==> src/ext_pkg.sv <==
// ========================================================================
// Shared widths, types and constants for the instruction extract stage.
// Import with a wildcard inside a module body; use scoped names in headers.
// ========================================================================
`default_nettype none

package ext_pkg;

	// ========================================================================
	// Basic widths
	// ========================================================================

	// Byte address PC
	localparam int PC_W = 32;
	// One fixed-width instruction slot
	localparam int INS_W = 48;
	// Alignment unit within the cache line
	localparam int PARCEL_W = 16;
	// PC step from one slot to the next
	localparam int INS_BYTES = 6;
	// Full cache line
	localparam int LINE_W = 512;
	// PC bits 5..1 pick the parcel inside the line
	localparam int LINE_IDX_W = 5;
	// Default slot count for the top level
	localparam int MWIDTH_DEF = 4;

	// ========================================================================
	// Derived constants
	// ========================================================================

	// Opcode field sits in the low bits of a slot
	localparam int OPC_W = 7;
	// Displacement / address field occupies the upper 32 bits
	localparam int DISP_LSB = INS_W - PC_W;
	// Bit shift amount = parcel index times parcel width
	localparam int SHIFT_W = LINE_IDX_W + $clog2(PARCEL_W);

	typedef logic [PC_W-1:0] pc_t;
	typedef logic [INS_W-1:0] ins_t;

	// Default PC on the flow outputs when nothing qualifies
	localparam pc_t RSTPC = 32'hFFFC_0100;

	// Opcodes the extract stage cares about; anything else is plain
	typedef enum logic [OPC_W-1:0] {
		OP_NOP = 7'd0,
		OP_ALU = 7'd1,
		OP_BSR = 7'd2,
		OP_JSR = 7'd3,
		OP_BCC = 7'd4,
		OP_RTD = 7'd5
	} opcode_e;

	// Control-flow class of one slot
	typedef enum logic [1:0] {
		FLOW_NONE   = 2'd0,
		FLOW_CALL   = 2'd1,
		FLOW_BRANCH = 2'd2,
		FLOW_RET    = 2'd3
	} flow_e;

endpackage

`default_nettype wire

==> src/line_align.sv <==
// ========================================================================
// Aligns a fetched cache line to the fetch PC and cuts it into slots.
// Also remembers the last group so an exact refetch can be suppressed.
// ========================================================================
`default_nettype none

module line_align #(
	parameter int MWIDTH = ext_pkg::MWIDTH_DEF
) (
	input  logic                           clk,
	input  logic                           rst_i,
	input  logic                           en_i,
	input  logic [ext_pkg::LINE_W-1:0]     line_i,
	input  ext_pkg::pc_t                   pc_i,
	output ext_pkg::ins_t [MWIDTH-1:0]     slot_ins_o,
	output ext_pkg::pc_t  [MWIDTH-1:0]     slot_pc_o,
	output logic                           repeat_o
);
	import ext_pkg::*;

	logic [SHIFT_W-1:0] shamt;
	logic [LINE_W-1:0]  aligned;
	logic [LINE_W-1:0]  prev_aligned;
	pc_t                prev_pc;

	// ========================================================================
	// Parcel alignment
	// ========================================================================

	// Parcel index scaled to a bit count
	assign shamt = SHIFT_W'(pc_i[LINE_IDX_W:1]) * SHIFT_W'(PARCEL_W);

	// Logical shift pulls zero (NOP) parcels in from the top
	assign aligned = line_i >> shamt;

	// Cut into slots, each with its own PC
	for (genvar g = 0; g < MWIDTH; g++) begin : g_slot
		assign slot_ins_o[g] = aligned[g*INS_W +: INS_W];
		assign slot_pc_o[g]  = pc_i + PC_W'(g * INS_BYTES);
	end

	// ========================================================================
	// Repeated group detection
	// ========================================================================

	// History of the last enabled fetch
	always_ff @(posedge clk) begin
		if (rst_i) begin
			prev_pc      <= '0;
			prev_aligned <= '0;
		end else if (en_i) begin
			prev_pc      <= pc_i;
			prev_aligned <= aligned;
		end
	end

	// Same PC and same aligned bits means the fetch was replayed
	assign repeat_o = (pc_i == prev_pc) && (aligned == prev_aligned);

endmodule

`default_nettype wire

==> src/slot_decode.sv <==
// ========================================================================
// Control-flow decode of one instruction slot. Gives its class and target
// and tells whether a pending branch miss lies beyond it. Combinational.
// ========================================================================
`default_nettype none

module slot_decode (
	input  ext_pkg::ins_t  ins_i,
	input  ext_pkg::pc_t   pc_i,
	input  logic           miss_i,
	input  ext_pkg::pc_t   miss_pc_i,
	output ext_pkg::flow_e flow_o,
	output ext_pkg::pc_t   tgt_o,
	output logic           killed_o
);
	import ext_pkg::*;

	opcode_e opc;
	pc_t     disp;

	// Opcode in the low bits and displacement or address in the top 32
	assign opc  = opcode_e'(ins_i[OPC_W-1:0]);
	assign disp = ins_i[DISP_LSB +: PC_W];

	always_comb begin
		flow_o = FLOW_NONE;
		tgt_o  = RSTPC;
		case (opc)
			// PC relative call
			OP_BSR: begin
				flow_o = FLOW_CALL;
				tgt_o  = pc_i + disp;
			end
			// Absolute call whose field is the address itself
			OP_JSR: begin
				flow_o = FLOW_CALL;
				tgt_o  = disp;
			end
			// Conditional branch relative to the slot PC
			OP_BCC: begin
				flow_o = FLOW_BRANCH;
				tgt_o  = pc_i + disp;
			end
			// Return has no target here
			OP_RTD: begin
				flow_o = FLOW_RET;
			end
			default: begin
				flow_o = FLOW_NONE;
			end
		endcase
	end

	// Slot sits before the miss PC so it is on the wrong path
	assign killed_o = miss_i && (miss_pc_i > pc_i);

endmodule

`default_nettype wire

==> src/flow_select.sv <==
// ========================================================================
// Picks the first flow-changing slot of a group and registers the
// branch / call / return outputs. Advances only when en_i is high.
// ========================================================================
`default_nettype none

module flow_select #(
	parameter int MWIDTH = ext_pkg::MWIDTH_DEF
) (
	input  logic                            clk,
	input  logic                            rst_i,
	input  logic                            en_i,
	input  logic                            stomp_i,
	input  ext_pkg::flow_e [MWIDTH-1:0]     flow_i,
	input  ext_pkg::pc_t   [MWIDTH-1:0]     tgt_i,
	input  ext_pkg::pc_t   [MWIDTH-1:0]     slot_pc_i,
	output logic                            do_bsr_o,
	output logic                            do_call_o,
	output logic                            do_ret_o,
	output ext_pkg::pc_t                    tgt_o,
	output ext_pkg::pc_t                    ret_pc_o
);
	import ext_pkg::*;

	logic sel_bsr;
	logic sel_call;
	logic sel_ret;
	pc_t  sel_tgt;
	pc_t  sel_ret_pc;

	// ========================================================================
	// Priority pick, lowest slot index wins
	// ========================================================================

	always_comb begin
		logic found;
		found    = 1'b0;
		sel_bsr  = 1'b0;
		sel_call = 1'b0;
		sel_ret  = 1'b0;
		sel_tgt  = RSTPC;
		for (int i = 0; i < MWIDTH; i++) begin
			if (!found && flow_i[i] != FLOW_NONE) begin
				found = 1'b1;
				case (flow_i[i])
					FLOW_CALL: begin
						sel_bsr  = 1'b1;
						sel_call = 1'b1;
						sel_tgt  = tgt_i[i];
					end
					FLOW_BRANCH: begin
						sel_bsr = 1'b1;
						sel_tgt = tgt_i[i];
					end
					default: sel_ret = 1'b1;
				endcase
			end
		end
		// Stomped group changes no flow
		if (stomp_i) begin
			sel_bsr  = 1'b0;
			sel_call = 1'b0;
			sel_ret  = 1'b0;
			sel_tgt  = RSTPC;
		end
	end

	// Return address of the first call, independent of stomp
	// Walk downward so the lowest index is assigned last
	always_comb begin
		sel_ret_pc = RSTPC;
		for (int i = MWIDTH - 1; i >= 0; i--) begin
			if (flow_i[i] == FLOW_CALL)
				sel_ret_pc = slot_pc_i[i] + PC_W'(INS_BYTES);
		end
	end

	// ========================================================================
	// Output register
	// ========================================================================

	always_ff @(posedge clk) begin
		if (rst_i) begin
			do_bsr_o  <= 1'b0;
			do_call_o <= 1'b0;
			do_ret_o  <= 1'b0;
			tgt_o     <= RSTPC;
			ret_pc_o  <= RSTPC;
		end else if (en_i) begin
			do_bsr_o  <= sel_bsr;
			do_call_o <= sel_call;
			do_ret_o  <= sel_ret;
			tgt_o     <= sel_tgt;
			ret_pc_o  <= sel_ret_pc;
		end
	end

endmodule

`default_nettype wire

==> src/ext_group_reg.sv <==
// ========================================================================
// Works out the valid bit of every slot and registers the slot group.
// Handles interrupt, stomp, miss kill, replay and single-step gating.
// ========================================================================
`default_nettype none

module ext_group_reg #(
	parameter int MWIDTH = ext_pkg::MWIDTH_DEF
) (
	input  logic                          clk,
	input  logic                          rst_i,
	input  logic                          en_i,
	input  logic                          irq_i,
	input  logic                          stomp_i,
	input  logic                          ssm_i,
	input  logic                          flush_i,
	input  logic                          repeat_i,
	input  logic [MWIDTH-1:0]             killed_i,
	input  ext_pkg::ins_t [MWIDTH-1:0]    slot_ins_i,
	input  ext_pkg::pc_t  [MWIDTH-1:0]    slot_pc_i,
	output ext_pkg::ins_t [MWIDTH-1:0]    slot_ins_o,
	output ext_pkg::pc_t  [MWIDTH-1:0]    slot_pc_o,
	output logic [MWIDTH-1:0]             slot_v_o,
	output logic                          hwi_o,
	output logic                          flush_o
);

	logic              ssm_prev;
	logic              group_ok;
	logic              step_first;
	logic [MWIDTH-1:0] slot_v;

	// ========================================================================
	// Slot validity
	// ========================================================================

	// Conditions that kill the whole group
	assign group_ok = !irq_i && !stomp_i && !repeat_i;

	// Rising edge of single-step lets one instruction through
	assign step_first = ssm_i && !ssm_prev;

	always_comb begin
		for (int g = 0; g < MWIDTH; g++) begin
			slot_v[g] = group_ok && !killed_i[g];
			// In single-step only slot 0 survives, and only once
			if (ssm_i)
				slot_v[g] = slot_v[g] && (g == 0) && step_first;
		end
	end

	// ========================================================================
	// Registers
	// ========================================================================

	// Single-step history follows enabled cycles only
	always_ff @(posedge clk) begin
		if (rst_i)
			ssm_prev <= 1'b0;
		else if (en_i)
			ssm_prev <= ssm_i;
	end

	always_ff @(posedge clk) begin
		if (rst_i) begin
			slot_v_o <= '0;
			hwi_o    <= 1'b0;
			flush_o  <= 1'b0;
		end else if (en_i) begin
			slot_v_o <= slot_v;
			hwi_o    <= irq_i;
			flush_o  <= flush_i;
		end
	end

	// Slot payload; dead slots go down the pipe as NOPs
	always_ff @(posedge clk) begin
		if (rst_i) begin
			slot_ins_o <= '0;
			slot_pc_o  <= '0;
		end else if (en_i) begin
			for (int g = 0; g < MWIDTH; g++) begin
				slot_ins_o[g] <= slot_v[g] ? slot_ins_i[g] : '0;
				slot_pc_o[g]  <= slot_pc_i[g];
			end
		end
	end

endmodule

`default_nettype wire

==> src/pipeline_ext.sv <==
// ========================================================================
// Extract stage top level. Aligns a fetched line into MWIDTH slots,
// qualifies them and resolves control flow, all behind one en_i register.
// ========================================================================
`default_nettype none

module pipeline_ext #(
	parameter int MWIDTH = ext_pkg::MWIDTH_DEF
) (
	input  logic                          clk,
	input  logic                          rst_i,
	input  logic                          en_i,
	input  logic [ext_pkg::LINE_W-1:0]    line_i,
	input  ext_pkg::pc_t                  pc_i,
	input  logic                          irq_i,
	input  logic                          stomp_i,
	input  logic                          ssm_i,
	input  logic                          flush_i,
	input  logic                          miss_i,
	input  ext_pkg::pc_t                  miss_pc_i,
	output ext_pkg::ins_t [MWIDTH-1:0]    slot_ins_o,
	output ext_pkg::pc_t  [MWIDTH-1:0]    slot_pc_o,
	output logic [MWIDTH-1:0]             slot_v_o,
	output logic                          hwi_o,
	output logic                          flush_o,
	output logic                          do_bsr_o,
	output logic                          do_call_o,
	output logic                          do_ret_o,
	output ext_pkg::pc_t                  tgt_o,
	output ext_pkg::pc_t                  ret_pc_o
);
	import ext_pkg::*;

	// Slots must fit inside one cache line
	if (MWIDTH < 1 || MWIDTH * INS_W > LINE_W) begin : g_bad_mwidth
		$error("MWIDTH slots do not fit in one cache line");
	end

	ins_t  [MWIDTH-1:0] slot_ins;
	pc_t   [MWIDTH-1:0] slot_pc;
	flow_e [MWIDTH-1:0] slot_flow;
	pc_t   [MWIDTH-1:0] slot_tgt;
	logic  [MWIDTH-1:0] slot_killed;
	logic               grp_repeat;

	line_align #(.MWIDTH(MWIDTH)) u_line_align (
		.clk        (clk),
		.rst_i      (rst_i),
		.en_i       (en_i),
		.line_i     (line_i),
		.pc_i       (pc_i),
		.slot_ins_o (slot_ins),
		.slot_pc_o  (slot_pc),
		.repeat_o   (grp_repeat)
	);

	// One decoder per slot
	for (genvar g = 0; g < MWIDTH; g++) begin : g_dec
		slot_decode u_slot_decode (
			.ins_i     (slot_ins[g]),
			.pc_i      (slot_pc[g]),
			.miss_i    (miss_i),
			.miss_pc_i (miss_pc_i),
			.flow_o    (slot_flow[g]),
			.tgt_o     (slot_tgt[g]),
			.killed_o  (slot_killed[g])
		);
	end

	flow_select #(.MWIDTH(MWIDTH)) u_flow_select (
		.clk       (clk),
		.rst_i     (rst_i),
		.en_i      (en_i),
		.stomp_i   (stomp_i),
		.flow_i    (slot_flow),
		.tgt_i     (slot_tgt),
		.slot_pc_i (slot_pc),
		.do_bsr_o  (do_bsr_o),
		.do_call_o (do_call_o),
		.do_ret_o  (do_ret_o),
		.tgt_o     (tgt_o),
		.ret_pc_o  (ret_pc_o)
	);

	ext_group_reg #(.MWIDTH(MWIDTH)) u_ext_group_reg (
		.clk        (clk),
		.rst_i      (rst_i),
		.en_i       (en_i),
		.irq_i      (irq_i),
		.stomp_i    (stomp_i),
		.ssm_i      (ssm_i),
		.flush_i    (flush_i),
		.repeat_i   (grp_repeat),
		.killed_i   (slot_killed),
		.slot_ins_i (slot_ins),
		.slot_pc_i  (slot_pc),
		.slot_ins_o (slot_ins_o),
		.slot_pc_o  (slot_pc_o),
		.slot_v_o   (slot_v_o),
		.hwi_o      (hwi_o),
		.flush_o    (flush_o)
	);

endmodule

`default_nettype wire

==> config.mk <==
export PLATFORM = sky130hd
export DESIGN_NAME = pipeline_ext
export DESIGN_NICKNAME = d
export VERILOG_FILES = /design/src/ext_pkg.sv /design/src/line_align.sv /design/src/slot_decode.sv /design/src/flow_select.sv /design/src/ext_group_reg.sv /design/src/pipeline_ext.sv
export SDC_FILE = /design/constraint.sdc
export NUM_CORES = 2
export LEC_CHECK = 0
export ABC_CLOCK_PERIOD_IN_PS = 10600
export BUFFER_PORTS_ARGS = -buffer_cell sky130_fd_sc_hd__clkbuf_2
export CELL_PAD_IN_SITES_DETAIL_PLACEMENT = 0
export CELL_PAD_IN_SITES_GLOBAL_PLACEMENT = 2
export CORE_ASPECT_RATIO = 1.4
export CORE_MARGIN = 1
export CORE_UTILIZATION = 30
export CTS_CLUSTER_SIZE = 12
export DETAILED_ROUTE_END_ITERATION = 10
export PLACE_DENSITY_LB_ADDON = 0.1
export SLEW_MARGIN = 20
export SYNTH_ARGS = -nofsm -noshare
export SYNTH_HDL_FRONTEND = slang
export SYNTH_SLANG_ARGS = --single-unit
==> constraint.sdc <==
create_clock -name clk -period 10.6 [get_ports clk]
set_input_delay 2.12 -clock clk [delete_from_list [all_inputs] [get_ports clk]]
set_output_delay 2.12 -clock clk [all_outputs]
set_load 0.01 [all_outputs]
; ---- Word-level counts from Yosys, hierarchy flattened
; Cells that the tools add are included.
[totals]
regBits = 906
out_inout_bits = 393
word_cells = 161
[classes]
n_addsub = 10
n_lt_le_gt_ge = 4
n_eq_ne = 26
n_shift = 1
n_mux = 59
reduce_logical = 43
[op_table]
columns = cell, n
row1 = == test 512 bit, 1
row2 = >> shifter 512 x 9 -> 512 bit, 1
row3 = two-way mux 32 bit, 13
row4 = one-hot mux 32 bit (2 select lines), 4
row5 = two-way mux 48 bit, 4
row6 = adder 32 x 3 -> 32 bit (second input constant), 4
row7 = adder 32 bit, 4
row8 = > comparator 32 bit, 4
row9 = == test 7 x 2 -> 1 bit (second input constant), 8
row10 = == test 7 x 3 -> 1 bit (second input constant), 8
row11 = two-way mux 1 bit, 34
row12 = adder 32 x 4 -> 32 bit (second input constant), 1
row13 = adder 32 x 5 -> 32 bit (second input constant), 1
row14 = == test 32 bit, 1
row15 = one-hot mux 2 bit (3 select lines), 4
row16 = OR reduction 2 bit, 12
row17 = logical AND 1 bit, 16
row18 = logical NOT 1 bit, 11
row19 = == test 2 x 1 -> 1 bit (second input constant), 4
row20 = == test 2 bit (second input constant), 4
row21 = nonzero test 2 bit, 4

; ---- Depth between registers and ports, before layout
[depth]
ltp_word = 16
mapped_depth = 30
depth_no_buf = 21

; ---- By module
; A second synthesis with hierarchy kept.
[unflattened]
cells_unflattened = 11065
area_unflattened_um2 = 90844.6
[by_module_without_submodules]
columns = module, n_inst, cells_each, area_per_inst_um2, seq_area_each_um2
row1 = line_align, 1, 7495, 61820.5, 10890.4
row2 = ext_group_reg, 1, 1151, 11613.6, 6546.3
row3 = slot_decode, 4, 389, 2752.6, 0.0
row4 = flow_select, 1, 863, 6399.9, 1341.3

; ---- Worst setup path before layout
; OpenSTA, ideal clock, no wires.
[synth_path]
kind = in2reg
startpoint = input pc_i[2]
endpoint = register u_flow_select.tgt_o[31]
arrival_time_ns = 8.013
slack_ns = 2.513
stages = 29
n_path_buf = 8
path_cell_list = buf_2 buf_6 inv_2 buf_4 buf_4 buf_2 buf_2 buf_2 buf_1 ha_1 a21oi_1 or4_1 nor2_1 nand3_1 xnor2_1 inv_1 ha_1 a21oi_1 nor2b_1 o21ai_0 nand2b_1 and2_1 or3_1 a21o_1 a41oi_1 mux2i_1 o41ai_1 o311ai_0 a31oi_1
[synth_rtl]
columns = element, line_no
row1 = "start, declared", pipeline_ext.sv:14  ; input ext_pkg::pc_t pc_i,
row2 = adder 32 x 4 -> 32 bit (*), line_align.sv:39  ; assign slot_pc_o[g] = pc_i + PC_W'(g * INS_BYTES);
row3 = net g_dec[2].u_slot_decode.pc_i[2], slot_decode.sv:9  ; input ext_pkg::pc_t pc_i,
row4 = adder 32 bit (*), "slot_decode.sv:32, slot_decode.sv:42"
row5 = one-hot mux 32 bit (2 select lines) (*), slot_decode.sv:28  ; case (opc)
row6 = two-way mux 32 bit (*), flow_select.sv:45  ; case (flow_i[i])
row7 = two-way mux 32 bit (*), flow_select.sv:43  ; if (!found && flow_i[i] != FLOW_NONE) begin
row8 = two-way mux 32 bit, flow_select.sv:45
row9 = two-way mux 32 bit (*), flow_select.sv:43
row10 = two-way mux 32 bit (*), flow_select.sv:60  ; if (stomp_i) begin
row11 = "end signal, assigned", flow_select.sv:93  ; tgt_o <= sel_tgt;
row12 = "end, declared", flow_select.sv:20  ; output ext_pkg::pc_t tgt_o,
; Mark *: on every way through the listed nets, which the timed path passes. The rest lies on a longest branch.
; A chain may end at the register's enable or synchronous reset.

; ---- Final worst setup path
[layout_path]
startpoint = input pc_i[1]
endpoint = register u_flow_select.tgt_o[8]
[layout_between]
elab_chain_len = 16
[layout_rtl]
columns = element, line_no
row1 = branches (longest 14 deep; another with adder 32 bit), n/a
row2 = two-way mux 32 bit (*), flow_select.sv:43
row3 = two-way mux 32 bit (*), flow_select.sv:60
; Mark *: on every way between the ends.

==> flow_summary.json <==
{
  "cp-startpoint": "pc_i[1]",
  "switching_share": 0.4763,
  "antenna_left": 0,
  "wl_mm": 799.5,
  "clock-sinks": 901,
  "maxSlewHeadroom": 0.06083,
  "dieArea_mm2": 0.2828,
  "fin_nets": 12190,
  "hold_class": "flop to flop",
  "holdBufCountCts": 0,
  "drv_cap": 0,
  "vias_per_cell": 7.064,
  "fill_cells": 29500,
  "synth_area_mm2": 0.08420,
  "htreeDepth": 3,
  "grt_max_degree": 173,
  "antenna_found_initial": 139,
  "num_vias": 107600,
  "finalPower_mw": 14.84,
  "async_flop_share": 0,
  "crit_fanout": 60,
  "hold_viol": 0,
  "internal-power_mw": 7.770,
  "fp.dieW_um": 449.7,
  "critPathKind": "input port to flop",
  "ys_top_cells_by_count": "1358 x nor2_1, 901 x dfxtp_1, 729 x mux2i_1, 599 x nand2_1, 535 x a211oi_1",
  "place_congestion": 1.165,
  "hp-start": "u_line_align.prev_aligned[456]",
  "grt_pass1_vias": 96920,
  "power.switching_mw": 7.067,
  "grt_pass1_wl_mm": 1017,
  "fmax_mhz": 104.8,
  "cp_data_arrival_time_ns": 10.22,
  "status": "finished, final reports clean",
  "cts_tree": "built",
  "synth_top_cell_by_area": "dfxtp_1",
  "fp.dieH_um": 628.8,
  "fin_skew_ns": 0.09305,
  "syn_inst": 10360,
  "yosys_warnings": 0,
  "fp-row-count": 229,
  "p_per_area_mw_per_mm2": 146.5,
  "setup-tns-final_ns": 0,
  "core_area_mm2": 0.2785,
  "reg2reg_from": "u_line_align.prev_aligned[487]",
  "min_period_over_period": 0.9000,
  "seqPwrFrac": 0.255,
  "netlist_top_cells_area": "dfxtp_1 21%, mux2i_1 8.7%, mux4_2 7.7%",
  "ys_seq_area_frac": 0.2142,
  "pwr-share-comb": 0.474,
  "worstSkewPairLatency_ns": 0.83,
  "ys_ff_latch": 901,
  "route.detailed.drc": 0,
  "drive_above_1_share": 0.2403,
  "drtIter0Drc": 17350,
  "fin_crit_ns": 9.540,
  "gr-total-overflow": 0,
  "synth_edf_count": 0,
  "start_util": 0.3023,
  "io_buffers": 976,
  "drt_pass1_iterations": 11,
  "rr_worst_depth": 14,
  "clkPwrFrac": 0.271,
  "clkSlewWorstSetupHoldPaths_ns": 0.07,
  "yosysTopAreaCellShare": 0.2142,
  "num_io_pins": 977,
  "worstSetupStartpointType": "input port",
  "synthMostInstantiatedCell": "nor2_1",
  "hold_depth": 2,
  "synth_ff_type": "dfxtp_1",
  "cts_setup_buffers": 0,
  "clock_path_buffers": 3,
  "syn_avg_cell_area_um2": 8.130,
  "cts_resized": 0,
  "dp_hpwl_mm": 642.8,
  "p_leak_nw": 40.62,
  "max-vdd-ir-drop_mv": 0.1391,
  "wl_per_cell_um": 52.49,
  "cts_inserted_buffers": 105,
  "drv_slew": 0,
  "syn_to_final_growth_pct": 20.26,
  "yosysUniqueCellTypes": 107,
  "setup_viol": 0,
  "rsz0062_at_grt": "no",
  "crit_path_end_kind": "flop",
  "cts_root_buffer": "clkbuf_16",
  "syn-num-nets": 11210,
  "grt_usage": 0.5406,
  "required_ns": 11.28,
  "worstMarginPinSlew_ns": 1.404
}
critical path, cell delays in order:
cell,delay [ns]
buf_8,0.41
buf_4,0.46
mux2_2,0.46
a22o_1,0.25
nor4_1,0.82
o221ai_4,0.34
buf_16,0.25
or4_1,0.62
or2_2,0.45
o21a_1,0.22
ha_1,0.33
nor2b_1,0.84
o21ai_1,0.52
a221oi_1,1.11
nor4_1,0.29
o22ai_1,0.20
nand2_1,0.07
power groups by stage:
stage / combinational, mW / sequential, mW / clock, mW
finish: 7.03 / 3.78 / 4.03
global route: 6.90 / 3.79 / 4.14
CTS: 6.51 / 3.77 / 4.04
detailed placement: 6.47 / 3.84 / 0
global placement: 6.48 / 3.84 / 0
floorplan: 2.93 / 3.82 / 0
stage by stage:
stage,hold slack [ns],utilization,worst slack [ns],cell area (um^2),std cells
floorplan,0.4453,-,2.513,84200,10360
global placement,0.4510,0.3481,0.4814,96940,14910
detailed placement,0.4542,0.3487,0.6817,97100,14920
CTS,0.4655,0.3616,1.495,100700,15100
global route,0.4824,0.3629,1.172,101100,15160
finish,0.4701,0.3636,1.060,101300,15230
cells by family (layout without fill, tap and decap cells):
| kind of cell | Yosys count | in the layout | share of synthesized area |
|---|---|---|---|
| xor gates and xnor gates | 563 | 563 | 0.05856 |
| other | 0 | 124 | 0 |
| adders and majority gates | 268 | 268 | 0.04018 |
| and+or+nand+nor | 3144 | 3144 | 0.1728 |
| muxes | 1264 | 1264 | 0.1966 |
| AOI/OAI and AO/OA | 3050 | 3050 | 0.2561 |
| DFF | 901 | 901 | 0.2142 |
| buffers and inverters | 1166 | 2221 | 0.06157 |
path summary, 6_finish.rpt:
kind	end	slack, ns
max	u_flow_select.tgt_o[8]	1.06
max reg2reg	u_ext_group_reg.slot_ins_o[164]	5.14
min	u_line_align.prev_aligned[456]	0.47
min reg2reg	u_line_align.prev_aligned[456]	0.47
area by class of cell:
| cell class | instances | area [um^2] | share of cell area |
|---|---|---|---|
| antenna | 124 | 310.3 | 0.003065 |
| clock inverter | 42 | 711.9 | 0.007031 |
| clock buffer | 141 | 2893 | 0.02857 |
| timing repair buffer | 1743 | 11300 | 0.1116 |
| multi-input combinational | 8289 | 62240 | 0.6147 |
| inverter | 295 | 1137 | 0.01123 |
| sequential | 901 | 18040 | 0.1781 |
| tap | 3696 | 4624 | 0.04567 |
layout by cell type (no fill, tap or decap), types with 287 or more instances in the layout:
master       n
nor3_1     301
buf_4      714
o22ai_1    402
dfxtp_1    901
xnor2_1    369
a211oi_1   512
mux2i_1    721
nor2_1    1342
mux4_2     287
clkbuf_2   969
o21ai_0    301
a21oi_1    484
nand2_1    597
per-layer routing:
layer | wire length (um) | vias up | track usage
met5 | 623 | - | 0.009001
met4 | 116400 | 32 | 0.6273
met3 | 99670 | 3179 | 0.2265
met2 | 319300 | 9669 | 0.7655
met1 | 263500 | 53140 | 0.5623
li1 | - | 41570 | -
registers in the layout, indices dropped and copies added, names as in the netlist:
register,count
u_line_align.prev_aligned,512
u_flow_select.ret_pc_o,32
u_ext_group_reg.flush_o,1
u_ext_group_reg.slot_v_o,4
u_flow_select.tgt_o,32
u_flow_select.do_bsr_o,1
u_flow_select.do_call_o,1
u_flow_select.do_ret_o,1
u_ext_group_reg.ssm_prev,1
u_ext_group_reg.slot_pc_o,123
u_ext_group_reg.slot_ins_o,192
u_ext_group_reg.hwi_o,1
Power figures use the tool's default switching activity.
